**src/verilog/isa_pkg.sv**
```systemverilog
// Instruction set definitions for the mini core.
// Holds the opcode map, the instruction word views and the control
// select encodings that decode, ALU and control share.
package isa_pkg;

  typedef logic [15:0] word_t;
  typedef logic [2:0]  reg_idx_t;

  typedef enum logic [4:0] {
    OP_HALT  = 5'b00000,
    OP_NOP   = 5'b00001,
    OP_J     = 5'b00100,
    OP_JAL   = 5'b00110,
    OP_ADDI  = 5'b01000,
    OP_SUBI  = 5'b01001,
    OP_XORI  = 5'b01010,
    OP_ANDNI = 5'b01011,
    OP_BEQZ  = 5'b01100,
    OP_BNEZ  = 5'b01101,
    OP_SLBI  = 5'b10010,
    OP_LBI   = 5'b11000,
    OP_RTYPE = 5'b11011
  } opcode_e;

  typedef enum logic [1:0] {FUNC_ADD, FUNC_SUB, FUNC_XOR, FUNC_ANDN} func_e;

  // Same 16 bits, four field layouts
  typedef union packed {
    struct packed {
      opcode_e  opcode;
      reg_idx_t rs;
      reg_idx_t rt;
      reg_idx_t rd;
      func_e    func;
    } r_fmt;
    struct packed {
      opcode_e    opcode;
      reg_idx_t   rs;
      reg_idx_t   rd;
      logic [4:0] imm5;
    } i1_fmt;
    struct packed {
      opcode_e    opcode;
      reg_idx_t   rs;
      logic [7:0] imm8;
    } i2_fmt;
    struct packed {
      opcode_e     opcode;
      logic [10:0] disp11;
    } j_fmt;
  } instr_u;

  typedef enum logic [1:0] {DEST_R, DEST_I1, DEST_I2, DEST_LINK} dest_sel_e;
  typedef enum logic [2:0] {SEXT5, ZEXT5, SEXT8, ZEXT8, SEXT11} imm_sel_e;
  typedef enum logic [2:0] {
    ALU_ADD, ALU_RSUB, ALU_XOR, ALU_ANDN, ALU_PASS_B, ALU_SLBI
  } alu_op_e;

  localparam reg_idx_t LINK_REG   = 3'd7; // JAL return address register
  localparam int       IMEM_DEPTH = 256;

endpackage

```
**src/verilog/host_pkg.sv**
```systemverilog
// APB address map of the host port.
// The host loads instruction words, starts the core and reads back
// status, registers, pc and the retired count at these addresses.
package host_pkg;

  localparam int APB_ADDR_W = 12;
  localparam int APB_DATA_W = 32;

  localparam logic [APB_ADDR_W-1:0] IMEM_BASE    = 12'h000; // Word n at 4*n
  localparam logic [APB_ADDR_W-1:0] REG_BASE     = 12'h400; // Register n at 0x400 + 4*n
  localparam logic [APB_ADDR_W-1:0] CTRL_ADDR    = 12'h420;
  localparam logic [APB_ADDR_W-1:0] STATUS_ADDR  = 12'h424;
  localparam logic [APB_ADDR_W-1:0] PC_ADDR      = 12'h428;
  localparam logic [APB_ADDR_W-1:0] RETIRED_ADDR = 12'h42c;

  // Status register bits
  localparam int STAT_RUNNING_BIT = 0;
  localparam int STAT_HALTED_BIT  = 1;

endpackage

```
**src/verilog/reg_file.sv**
```systemverilog
// Eight 16-bit general registers.
// Two combinational read ports for execute, one for the host, and a
// single write port that takes effect on the clock edge.
`timescale 1ns/10ps

module reg_file (
  input  logic              clk,
  input  logic              reset,
  input  isa_pkg::reg_idx_t rs_sel,
  input  isa_pkg::reg_idx_t rt_sel,
  input  isa_pkg::reg_idx_t write_sel,
  input  isa_pkg::word_t    write_data,
  input  logic              write_en,
  input  isa_pkg::reg_idx_t host_sel,
  output isa_pkg::word_t    rs_data,
  output isa_pkg::word_t    rt_data,
  output isa_pkg::word_t    host_data
);
  import isa_pkg::*;

  word_t regs [8];

  always_ff @(posedge clk) begin
    if (reset) begin
      for (int i = 0; i < 8; i++) regs[i] <= '0;
    end else if (write_en) begin
      regs[write_sel] <= write_data;
    end
  end

  // No bypass, a same-cycle write shows up next cycle
  assign rs_data   = regs[rs_sel];
  assign rt_data   = regs[rt_sel];
  assign host_data = regs[host_sel];

endmodule

```
**src/verilog/decode.sv**
```systemverilog
// Decode stage of the mini core.
// Picks the destination register and its write data, extends the
// immediate fields and holds the register file with its host read port.
`timescale 1ns/10ps

module decode (
  input  logic                  clk,
  input  logic                  reset,
  input  isa_pkg::instr_u       instr,
  input  isa_pkg::word_t        alu_result,
  input  isa_pkg::word_t        link_addr,
  input  logic                  reg_write,
  input  isa_pkg::dest_sel_e    dest_sel,
  input  isa_pkg::imm_sel_e     imm_sel,
  input  isa_pkg::reg_idx_t     host_reg_sel,
  output isa_pkg::word_t        rs_data,
  output isa_pkg::word_t        rt_data,
  output isa_pkg::word_t        immediate,
  output isa_pkg::word_t        host_reg_data
);
  import isa_pkg::*;

  reg_idx_t write_sel;
  word_t    write_data;

  always_comb begin
    case (dest_sel)
      DEST_R:    write_sel = instr.r_fmt.rd;
      DEST_I1:   write_sel = instr.i1_fmt.rd;
      DEST_I2:   write_sel = instr.i2_fmt.rs;  // LBI and SLBI overwrite rs
      default:   write_sel = LINK_REG;
    endcase
  end

  assign write_data = (dest_sel == DEST_LINK) ? link_addr : alu_result;

  // Extender muxes over the union views
  always_comb begin
    case (imm_sel)
      SEXT5:   immediate = {{11{instr.i1_fmt.imm5[4]}}, instr.i1_fmt.imm5};
      ZEXT5:   immediate = {11'b0, instr.i1_fmt.imm5};
      SEXT8:   immediate = {{8{instr.i2_fmt.imm8[7]}}, instr.i2_fmt.imm8};
      ZEXT8:   immediate = {8'b0, instr.i2_fmt.imm8};
      SEXT11:  immediate = {{5{instr.j_fmt.disp11[10]}}, instr.j_fmt.disp11};
      default: immediate = '0;
    endcase
  end

  reg_file regs (
    .clk        (clk),
    .reset      (reset),
    .rs_sel     (instr.r_fmt.rs),
    .rt_sel     (instr.r_fmt.rt),
    .write_sel  (write_sel),
    .write_data (write_data),
    .write_en   (reg_write),
    .host_sel   (host_reg_sel),
    .rs_data    (rs_data),
    .rt_data    (rt_data),
    .host_data  (host_reg_data)
  );

endmodule

```
**src/verilog/alu.sv**
```systemverilog
// Combinational ALU of the mini core.
// Chooses the b operand between rt and the immediate, then applies the
// selected operation. a_zero feeds the branch decision.
`timescale 1ns/10ps

module alu (
  input  isa_pkg::word_t   a,
  input  isa_pkg::word_t   rt_data,
  input  isa_pkg::word_t   immediate,
  input  logic             b_sel,
  input  isa_pkg::alu_op_e alu_op,
  output isa_pkg::word_t   result,
  output logic             a_zero
);
  import isa_pkg::*;

  word_t b;

  assign b = b_sel ? immediate : rt_data; // 1 picks the immediate

  always_comb begin
    case (alu_op)
      ALU_ADD:    result = a + b;
      ALU_RSUB:   result = b - a;          // SUB and SUBI subtract rs
      ALU_XOR:    result = a ^ b;
      ALU_ANDN:   result = a & ~b;
      ALU_PASS_B: result = b;
      ALU_SLBI:   result = {a[7:0], 8'b0} | b;
      default:    result = '0;
    endcase
  end

  assign a_zero = (a == '0);

endmodule

```
**src/verilog/core_control.sv**
```systemverilog
// Control FSM of the mini core.
// Steps IDLE, FETCH, EXECUTE and HALTED, one cycle per fetch and one per
// execute. In EXECUTE the opcode is decoded into the datapath selects
// and the write, advance and retire strobes.
`timescale 1ns/10ps

module core_control (
  input  logic               clk,
  input  logic               reset,
  input  logic               start,
  input  isa_pkg::instr_u    instr,
  input  logic               a_zero,
  output logic               fetch_en,
  output logic               advance,
  output logic               take_target,
  output logic               retire,
  output logic               reg_write,
  output isa_pkg::dest_sel_e dest_sel,
  output isa_pkg::imm_sel_e  imm_sel,
  output isa_pkg::alu_op_e   alu_op,
  output logic               b_sel,
  output logic               running,
  output logic               halted
);
  import isa_pkg::*;

  typedef enum logic [1:0] {IDLE, FETCH, EXECUTE, HALTED} state_e;

  state_e state;
  logic   exec;
  logic   writes_reg;
  logic   branch_taken;
  logic   is_halt;

  always_ff @(posedge clk) begin
    if (reset) begin
      state <= IDLE;
    end else begin
      case (state)
        IDLE, HALTED: if (start) state <= FETCH;
        FETCH:        state <= EXECUTE;
        EXECUTE:      state <= is_halt ? HALTED : FETCH;
        default:      state <= IDLE;
      endcase
    end
  end

  // Opcode decode, unused opcodes fall through as NOP
  always_comb begin
    writes_reg   = 1'b0;
    branch_taken = 1'b0;
    is_halt      = 1'b0;
    dest_sel     = DEST_R;
    imm_sel      = SEXT5;
    alu_op       = ALU_ADD;
    b_sel        = 1'b0;
    case (instr.r_fmt.opcode)
      OP_RTYPE: begin
        writes_reg = 1'b1;
        case (instr.r_fmt.func)
          FUNC_ADD: alu_op = ALU_ADD;
          FUNC_SUB: alu_op = ALU_RSUB;
          FUNC_XOR: alu_op = ALU_XOR;
          default:  alu_op = ALU_ANDN;
        endcase
      end
      OP_ADDI, OP_SUBI: begin
        writes_reg = 1'b1;
        dest_sel   = DEST_I1;
        b_sel      = 1'b1;
        alu_op     = (instr.r_fmt.opcode == OP_ADDI) ? ALU_ADD : ALU_RSUB;
      end
      OP_XORI, OP_ANDNI: begin
        writes_reg = 1'b1;
        dest_sel   = DEST_I1;
        imm_sel    = ZEXT5;  // Logical immediates are unsigned
        b_sel      = 1'b1;
        alu_op     = (instr.r_fmt.opcode == OP_XORI) ? ALU_XOR : ALU_ANDN;
      end
      OP_LBI: begin
        writes_reg = 1'b1;
        dest_sel   = DEST_I2;
        imm_sel    = SEXT8;
        b_sel      = 1'b1;
        alu_op     = ALU_PASS_B;
      end
      OP_SLBI: begin
        writes_reg = 1'b1;
        dest_sel   = DEST_I2;
        imm_sel    = ZEXT8;
        b_sel      = 1'b1;
        alu_op     = ALU_SLBI;
      end
      OP_BEQZ: begin
        imm_sel      = SEXT8;
        branch_taken = a_zero;
      end
      OP_BNEZ: begin
        imm_sel      = SEXT8;
        branch_taken = ~a_zero;
      end
      OP_J: begin
        imm_sel      = SEXT11;
        branch_taken = 1'b1;
      end
      OP_JAL: begin
        imm_sel      = SEXT11;
        branch_taken = 1'b1;
        writes_reg   = 1'b1;
        dest_sel     = DEST_LINK;
      end
      OP_HALT: is_halt = 1'b1;
      default: ;
    endcase
  end

  assign exec        = (state == EXECUTE);
  assign fetch_en    = (state == FETCH);
  assign reg_write   = exec & writes_reg;
  assign take_target = exec & branch_taken;
  assign advance     = exec & ~is_halt; // HALT keeps pc on itself
  assign retire      = exec;
  assign running     = fetch_en | exec;
  assign halted      = (state == HALTED);

endmodule

```
**src/verilog/pc_counter.sv**
```systemverilog
// Program counter and retired-instruction counter.
// pc steps by 2 or loads the branch/jump target when advance is set.
// A start clears both counters for a fresh run.
`timescale 1ns/10ps

module pc_counter (
  input  logic           clk,
  input  logic           reset,
  input  logic           start,
  input  logic           advance,
  input  logic           take_target,
  input  isa_pkg::word_t offset,
  input  logic           retire,
  output isa_pkg::word_t pc,
  output isa_pkg::word_t link_addr,
  output isa_pkg::word_t retired
);
  import isa_pkg::*;

  word_t target;

  assign link_addr = pc + 16'd2;
  assign target    = link_addr + offset; // Relative to the next instruction

  always_ff @(posedge clk) begin
    if (reset || start) begin
      pc      <= '0;
      retired <= '0;
    end else begin
      if (advance) pc <= take_target ? target : link_addr;
      if (retire)  retired <= retired + 16'd1;
    end
  end

endmodule

```
**src/verilog/instr_mem.sv**
```systemverilog
// Instruction memory, 256 words of 16 bits.
// The host writes words through its port; fetch reads one word per
// fetch cycle and the output holds until the next fetch.
`timescale 1ns/10ps

module instr_mem (
  input  logic                                   clk,
  input  logic                                   imem_we,
  input  logic [$clog2(isa_pkg::IMEM_DEPTH)-1:0] imem_addr,
  input  isa_pkg::word_t                         imem_wdata,
  input  logic                                   fetch_en,
  input  logic [$clog2(isa_pkg::IMEM_DEPTH)-1:0] fetch_addr,
  output isa_pkg::instr_u                        instr
);
  import isa_pkg::*;

  word_t mem [IMEM_DEPTH];

  always_ff @(posedge clk) begin
    if (imem_we) mem[imem_addr] <= imem_wdata;
    if (fetch_en) instr <= mem[fetch_addr];  // Registered read
  end

endmodule

```
**src/verilog/host_port.sv**
```systemverilog
// APB slave of the mini core, zero wait states.
// Loads instruction memory, issues the start pulse and returns status,
// register, pc and retired-count reads. Illegal accesses get pslverr.
`timescale 1ns/10ps

module host_port (
  input  logic                                   clk,
  input  logic                                   reset,
  input  logic [host_pkg::APB_ADDR_W-1:0]        paddr,
  input  logic                                   psel,
  input  logic                                   penable,
  input  logic                                   pwrite,
  input  logic [host_pkg::APB_DATA_W-1:0]        pwdata,
  input  logic                                   running,
  input  logic                                   halted,
  input  isa_pkg::word_t                         pc,
  input  isa_pkg::word_t                         retired,
  input  isa_pkg::word_t                         host_reg_data,
  output logic [host_pkg::APB_DATA_W-1:0]        prdata,
  output logic                                   pready,
  output logic                                   pslverr,
  output logic                                   start,
  output logic                                   imem_we,
  output logic [$clog2(isa_pkg::IMEM_DEPTH)-1:0] imem_addr,
  output isa_pkg::word_t                         imem_wdata,
  output isa_pkg::reg_idx_t                      host_reg_sel
);
  import host_pkg::*;
  import isa_pkg::*;

  localparam int IMEM_AW = $clog2(IMEM_DEPTH);

  logic access;
  logic imem_hit, reg_hit, ctrl_hit, status_hit, pc_hit, retired_hit;
  logic mapped;
  logic start_req;
  logic [APB_DATA_W-1:0] status;

  assign access = psel & penable;

  // Word address compares, byte offset ignored
  assign imem_hit    = paddr[APB_ADDR_W-1:IMEM_AW+2] == IMEM_BASE[APB_ADDR_W-1:IMEM_AW+2];
  assign reg_hit     = paddr[APB_ADDR_W-1:5] == REG_BASE[APB_ADDR_W-1:5];
  assign ctrl_hit    = paddr[APB_ADDR_W-1:2] == CTRL_ADDR[APB_ADDR_W-1:2];
  assign status_hit  = paddr[APB_ADDR_W-1:2] == STATUS_ADDR[APB_ADDR_W-1:2];
  assign pc_hit      = paddr[APB_ADDR_W-1:2] == PC_ADDR[APB_ADDR_W-1:2];
  assign retired_hit = paddr[APB_ADDR_W-1:2] == RETIRED_ADDR[APB_ADDR_W-1:2];
  assign mapped      = imem_hit | reg_hit | ctrl_hit | status_hit | pc_hit | retired_hit;

  assign pready  = access;
  assign pslverr = access & (~mapped | (pwrite & running & (imem_hit | (ctrl_hit & pwdata[0]))));

  assign imem_we      = access & pwrite & imem_hit & ~running;
  assign imem_addr    = paddr[2 +: IMEM_AW];
  assign imem_wdata   = pwdata[15:0];
  assign host_reg_sel = paddr[4:2];
  assign start_req    = access & pwrite & ctrl_hit & pwdata[0] & ~running;

  always_ff @(posedge clk) begin
    if (reset) start <= 1'b0;
    else       start <= start_req; // One-cycle pulse after the CTRL write
  end

  always_comb begin
    status                   = '0;
    status[STAT_RUNNING_BIT] = running;
    status[STAT_HALTED_BIT]  = halted;
  end

  always_comb begin
    prdata = '0;  // Memory and CTRL read as zero
    if (reg_hit)          prdata = APB_DATA_W'(host_reg_data);
    else if (status_hit)  prdata = status;
    else if (pc_hit)      prdata = APB_DATA_W'(pc);
    else if (retired_hit) prdata = APB_DATA_W'(retired);
  end

endmodule

```
**src/verilog/mini_core.sv**
```systemverilog
// Top level of the multicycle mini core.
// Connects the APB host port, instruction memory, control FSM, counters,
// decode stage and ALU. The host drives everything through APB.
`timescale 1ns/10ps

module mini_core (
  input  logic                            clk,
  input  logic                            reset,
  input  logic [host_pkg::APB_ADDR_W-1:0] paddr,
  input  logic                            psel,
  input  logic                            penable,
  input  logic                            pwrite,
  input  logic [host_pkg::APB_DATA_W-1:0] pwdata,
  output logic [host_pkg::APB_DATA_W-1:0] prdata,
  output logic                            pready,
  output logic                            pslverr
);
  import isa_pkg::*;

  instr_u    instr;
  word_t     pc, link_addr, retired;
  word_t     rs_data, rt_data, immediate, alu_result, host_reg_data, imem_wdata;
  reg_idx_t  host_reg_sel;
  dest_sel_e dest_sel;
  imm_sel_e  imm_sel;
  alu_op_e   alu_op;
  logic      start, running, halted, fetch_en, advance, take_target, retire;
  logic      reg_write, b_sel, a_zero, imem_we;
  logic [$clog2(IMEM_DEPTH)-1:0] imem_addr;

  host_port u_host (
    .clk(clk), .reset(reset), .paddr(paddr), .psel(psel), .penable(penable),
    .pwrite(pwrite), .pwdata(pwdata), .running(running), .halted(halted),
    .pc(pc), .retired(retired), .host_reg_data(host_reg_data),
    .prdata(prdata), .pready(pready), .pslverr(pslverr), .start(start),
    .imem_we(imem_we), .imem_addr(imem_addr), .imem_wdata(imem_wdata),
    .host_reg_sel(host_reg_sel)
  );

  instr_mem u_imem (
    .clk(clk), .imem_we(imem_we), .imem_addr(imem_addr), .imem_wdata(imem_wdata),
    .fetch_en(fetch_en), .fetch_addr(pc[$clog2(IMEM_DEPTH):1]), .instr(instr)
  );

  core_control u_ctrl (
    .clk(clk), .reset(reset), .start(start), .instr(instr), .a_zero(a_zero),
    .fetch_en(fetch_en), .advance(advance), .take_target(take_target),
    .retire(retire), .reg_write(reg_write), .dest_sel(dest_sel),
    .imm_sel(imm_sel), .alu_op(alu_op), .b_sel(b_sel), .running(running),
    .halted(halted)
  );

  pc_counter u_pc (
    .clk(clk), .reset(reset), .start(start), .advance(advance),
    .take_target(take_target), .offset(immediate), .retire(retire),
    .pc(pc), .link_addr(link_addr), .retired(retired)
  );

  decode u_decode (
    .clk(clk), .reset(reset), .instr(instr), .alu_result(alu_result),
    .link_addr(link_addr), .reg_write(reg_write), .dest_sel(dest_sel),
    .imm_sel(imm_sel), .host_reg_sel(host_reg_sel), .rs_data(rs_data),
    .rt_data(rt_data), .immediate(immediate), .host_reg_data(host_reg_data)
  );

  alu u_alu (
    .a(rs_data), .rt_data(rt_data), .immediate(immediate), .b_sel(b_sel),
    .alu_op(alu_op), .result(alu_result), .a_zero(a_zero)
  );

endmodule

```
**config.mk**
```make
export PLATFORM = sky130hd
export DESIGN_NAME = mini_core
export DESIGN_NICKNAME = d
export VERILOG_FILES = /design/src/verilog/isa_pkg.sv /design/src/verilog/host_pkg.sv /design/src/verilog/reg_file.sv /design/src/verilog/decode.sv /design/src/verilog/alu.sv /design/src/verilog/core_control.sv /design/src/verilog/pc_counter.sv /design/src/verilog/instr_mem.sv /design/src/verilog/host_port.sv /design/src/verilog/mini_core.sv
export SDC_FILE = /design/constraint.sdc
export NUM_CORES = 2
export LEC_CHECK = 0
export BUFFER_PORTS_ARGS = -buffer_cell sky130_fd_sc_hd__buf_2
export CELL_PAD_IN_SITES_DETAIL_PLACEMENT = 0
export CELL_PAD_IN_SITES_GLOBAL_PLACEMENT = 1
export CORE_MARGIN = 1
export CORE_UTILIZATION = 56
export CTS_BUF_LIST = sky130_fd_sc_hd__clkbuf_8 sky130_fd_sc_hd__clkbuf_16
export DETAILED_ROUTE_END_ITERATION = 8
export GPL_ROUTABILITY_DRIVEN = 1
export GPL_TIMING_DRIVEN = 0
export MAX_ROUTING_LAYER = met4
export PLACE_DENSITY_LB_ADDON = 0.1
export SYNTH_ARGS = -nofsm -noshare
export SYNTH_HDL_FRONTEND = slang
export SYNTH_HIERARCHICAL = 1
export SYNTH_MEMORY_MAX_BITS = 65536
export SYNTH_SLANG_ARGS = --single-unit
```
**constraint.sdc**
```tcl
create_clock -name clk -period 6.02 [get_ports clk]
set_input_delay 0.602 -clock clk [delete_from_list [all_inputs] [get_ports clk]]
set_output_delay 0.602 -clock clk [all_outputs]
set_load 0.02 [all_outputs]
```
==> metrics.txt <==
# TYPE chip_impl_metric gauge
chip_impl_info{name="status",value="complete, but fails checks"} 1
chip_impl_info{name="failing_checks",value="capacitance limit, slew limit, setup timing"} 1
chip_impl_metric{name="timing.critical_path.fanout_max",unit=""} 10
chip_impl_metric{name="layout-drive-gt1-share",unit="%"} 25.5
chip_impl_metric{name="postSynthCellCount",unit=""} 8688
chip_impl_info{name="critical_path.cell_chain",value="buf_2 > clkbuf_2 > buf_2 > clkbuf_1 > buf_8 > clkbuf_1 > a21oi_1 > nor3_1 > nor3_1 > nor4_2"} 1
chip_impl_metric{name="numPortBuffers",unit=""} 32
chip_impl_metric{name="worstPathBufferInverterCount",unit=""} 6
chip_impl_metric{name="yosysSeqAreaShare",unit="%"} 73.9
chip_impl_metric{name="finalInstanceArea",unit="sq mm"} 0.198
chip_impl_info{name="cpLargestDelayFamily",value="buffers and inverters"} 1
chip_impl_metric{name="postLayoutSetupSlackWorst",unit="ns"} -0.362
chip_impl_metric{name="place.gp.congestion",unit=""} 1.01
chip_impl_info{name="synth_top_flop_cell",value="edfxtp_1"} 1
chip_impl_metric{name="gr-usage-all-layers",unit="%"} 36.6
chip_impl_metric{name="clkSinkCount",unit=""} 4275
chip_impl_metric{name="post-route-drc-count",unit=""} 0
chip_impl_metric{name="placedCellCount",unit=""} 13100
chip_impl_metric{name="fmax",unit="GHz"} 0.157
chip_impl_metric{name="post_drt_wl_per_cell",unit="um"} 39.8
chip_impl_metric{name="yosys.area_share.adder",unit="%"} 0.435
chip_impl_metric{name="io_pins",unit=""} 83
chip_impl_info{name="timing.hold.worst.class",value="in -> reg"} 1
chip_impl_metric{name="timing_hold_violations_final",unit=""} 0
chip_impl_metric{name="start_util",unit="%"} 56.5
chip_impl_metric{name="wire_length_of_the_first_global_routing_pass",unit="um"} 749000
chip_impl_metric{name="power",unit="mW"} 71.0
chip_impl_metric{name="via_count",unit=""} 95900
chip_impl_metric{name="synth_simple_gate_area_share",unit="%"} 2.69
chip_impl_metric{name="postPlaceCellArea",unit="sq mm"} 0.184
chip_impl_metric{name="period_share",unit="%"} 106
chip_impl_metric{name="core-area",unit="sq mm"} 0.307
chip_impl_info{name="worstSetupEndpointType",value="register"} 1
chip_impl_metric{name="vdd_drop_max",unit="uV"} 315
chip_impl_metric{name="layout.cells.non_filler",unit=""} 13900
chip_impl_metric{name="route.final.wire_length",unit="um"} 553000
chip_impl_metric{name="netlist.area_leader.share",unit="%"} 73.5
chip_impl_metric{name="grt_max_degree",unit=""} 154
chip_impl_metric{name="cts_inserted_buffers",unit=""} 431
chip_impl_metric{name="timing.max_slew.rel_slack",unit="%"} -8.27
chip_impl_info{name="critPathLaunchType",value="register"} 1
chip_impl_metric{name="drt_first_pass_iters",unit=""} 6
chip_impl_metric{name="clock_skew",unit="ns"} 0.0890
chip_impl_metric{name="synthMuxAreaShare",unit="%"} 16.4
chip_impl_metric{name="nets",unit=""} 9529
chip_impl_info{name="synth.area.top_cells",value="edfxtp_1 73%, mux4_2 11%, mux2i_1 3.5%"} 1
chip_impl_metric{name="critPathRequiredTime",unit="ns"} 6.65
chip_impl_metric{name="placementRows",unit=""} 203
chip_impl_metric{name="post_synth.cell_area_avg",unit="sq um"} 19.9
chip_impl_info{name="netlist.top_cell.by_area",value="edfxtp_1"} 1
chip_impl_metric{name="drtAntennaViolNets",unit=""} 0
chip_impl_metric{name="clk_pin_slew",unit="ns"} 0.06
chip_impl_info{name="synth_top_cells_by_count",value="4240 x edfxtp_1, 809 x mux4_2, 609 x mux2i_1"} 1
chip_impl_metric{name="maxSlewViolCount",unit=""} 35
chip_impl_metric{name="fin_crit",unit="ns"} 6.38
chip_impl_metric{name="slew_worst_pin",unit="ns"} 1.62
chip_impl_metric{name="syn2layout_area_growth",unit="%"} 14.1
chip_impl_metric{name="dr.first_iter.drc_count",unit=""} 14800
chip_impl_metric{name="clk_path_buf_depth",unit=""} 4
chip_impl_metric{name="globalRoute.totalOverflow",unit=""} 0
chip_impl_metric{name="compound_cell_area_share_of_the_yosys_netlist",unit="%"} 4.09
chip_impl_metric{name="synth.distinct_cells",unit=""} 101
chip_impl_metric{name="fp.dieH",unit="um"} 558
chip_impl_info{name="cts_tree",value="built"} 1
chip_impl_metric{name="post-cts-setup-buffers",unit=""} 0
chip_impl_info{name="timing_worst_setup_path_type",value="reg -> reg"} 1
chip_impl_info{name="synth_top_family_by_area",value="multiplexers"} 1
chip_impl_metric{name="edff_count_synth",unit=""} 4240
chip_impl_metric{name="worstPathArrival",unit="ns"} 7.01
chip_impl_metric{name="synthXorXnorAreaFrac",unit="%"} 0.327
chip_impl_info{name="synthMostInstantiatedCell",value="edfxtp_1"} 1
chip_impl_metric{name="die_width",unit="um"} 558
chip_impl_metric{name="die_area",unit="sq mm"} 0.312
chip_impl_metric{name="p_leak",unit="nW"} 61.3
chip_impl_metric{name="setup_viol",unit=""} 8
chip_impl_metric{name="async_set_or_reset_flop_fraction_in_the_synthesized_netlist",unit="%"} 0
chip_impl_metric{name="ys_warn_count",unit=""} 6
chip_impl_metric{name="worst_skew_pair.late_latency",unit="ns"} 0.98
chip_impl_metric{name="via_count_of_the_first_global_routing_pass",unit=""} 91800
chip_impl_info{name="grt_setup_unrepaired",value="no"} 1
chip_impl_metric{name="mappedNetlistArea",unit="sq mm"} 0.173
chip_impl_metric{name="viasPerCell",unit=""} 6.91
chip_impl_info{name="slowest_stage",value="nor3_1"} 1
chip_impl_metric{name="synth_seq_cells",unit=""} 4275
chip_impl_metric{name="antenna_found_initial",unit=""} 25
chip_impl_metric{name="max_capacitance_violation_count",unit=""} 8
chip_impl_metric{name="power_per_cell_area",unit="mW/mm^2"} 359
chip_impl_metric{name="worst_path_largest_cell_delay",unit="ns"} 0.85
chip_impl_info{name="ctsRootBufferMaster",value="clkbuf_16"} 1
chip_impl_metric{name="dp.final_hpwl",unit="um"} 387000
chip_impl_metric{name="htree_num_levels",unit=""} 5
-- cell families (layout without fill, tap and decap cells) --
family / after synthesis / in the layout
AO/OA/AOI/OAI: 1011 / 1011
XOR/XNOR: 63 / 63
adder cells (fa/ha/maj): 59 / 59
buffers and inverters: 658 / 1727
flip-flops: 4275 / 4275
multiplexers: 1662 / 1662
other: 1 / 34
AND/OR/NAND/NOR: 959 / 959
-- sequential cells by signal, indices dropped and copies added (netlist names) --
signal	count
u_host/start	1
u_imem/instr	16
u_ctrl/state	2
u_imem/mem	4096
u_pc/retired	16
u_decode/regs/regs	128
u_pc/pc	16
-- worst paths after layout --
check                                 startpoint               end  slack (ns)  cells past startpoint
worst max register to register        u_pc/pc[3]   u_imem/instr[5]       -0.36                     10
worst min register to register  u_pc/retired[15]  u_pc/retired[15]        0.49                      2
worst max-delay path                  u_pc/pc[3]   u_imem/instr[5]       -0.36                     10
worst min-delay path                   paddr[11]      u_host/start        0.05                      3
-- routing by layer --
metal	vias up	part of all wire, %	global-route usage [%]
met5	-	0	-
met3	1047	11	7.16
met4	0	5.7	17.7
met2	6102	46	54.1
met1	50900	37	49.4
li1	37900	-	-
-- power breakdown --
group | internal (mW) | leakage, nW | total [mW] | switching, mW
logic | 4.72 | 15.8 | 12.4 | 7.64
clock network | 14.4 | 6.98 | 25.7 | 11.2
registers | 32.8 | 38.6 | 32.9 | 0.116
-- worst register-to-register path: stages, from the launching register on --
cell and delay, ns:
dfxtp_1 0.53, buf_2 0.56, clkbuf_2 0.81, buf_2 0.60, clkbuf_1 0.60, buf_8 0.27, clkbuf_1 0.54, a21oi_1 0.09
nor3_1 0.85, nor3_1 0.46, nor4_2 0.78
-- cells in the final DEF (no fill, tap or decap), types with 196 or more instances in the layout --
cell type / count
clkbuf_1: 233
mux4_2: 809
nor3_1: 225
buf_8: 196
o221ai_1: 254
mux2i_1: 609
edfxtp_1: 4240
nor2_2: 252
a21oi_1: 232
clkbuf_16: 434
-- stage by stage --
step | setup WS [ns] | hold slack (ns) | util [%] | setup TNS (ns)
after CTS | 0.0408 | 0.00496 | 64.4 | 0
after global routing | 0.0165 | 0.0607 | 64.4 | 0
after detailed placement | -0.679 | 0.478 | 60.0 | -3.69
after global placement | -1.79 | 0.475 | 58.2 | -1556.96
after floorplan | 1.63 | 0.458 | - | 0
final | -0.362 | 0.0530 | 64.4 | -1.24
-- repair_timing --
item                                    4_1_cts  5_1_grt
endpoints found under the setup margin       12       15
hold endpoints to repair                     26        0
gates resized for setup                      15        8
pin swaps                                     0        0
hold buffers                                  2        0
-- layout make-up --
type | count | area, sq um
sequential | 4275 | 128000
fill | 20900 | 109000
timing repair buffer | 285 | 4670
buffer | 594 | 3750
antenna | 18 | 45.0
clock buffer | 434 | 10900
clock inverter | 350 | 2630
tap | 4100 | 5130
inverter | 64 | 240
multi-input combinational | 3770 | 42300
No activity file was read; power rests on OpenSTA's default activity.
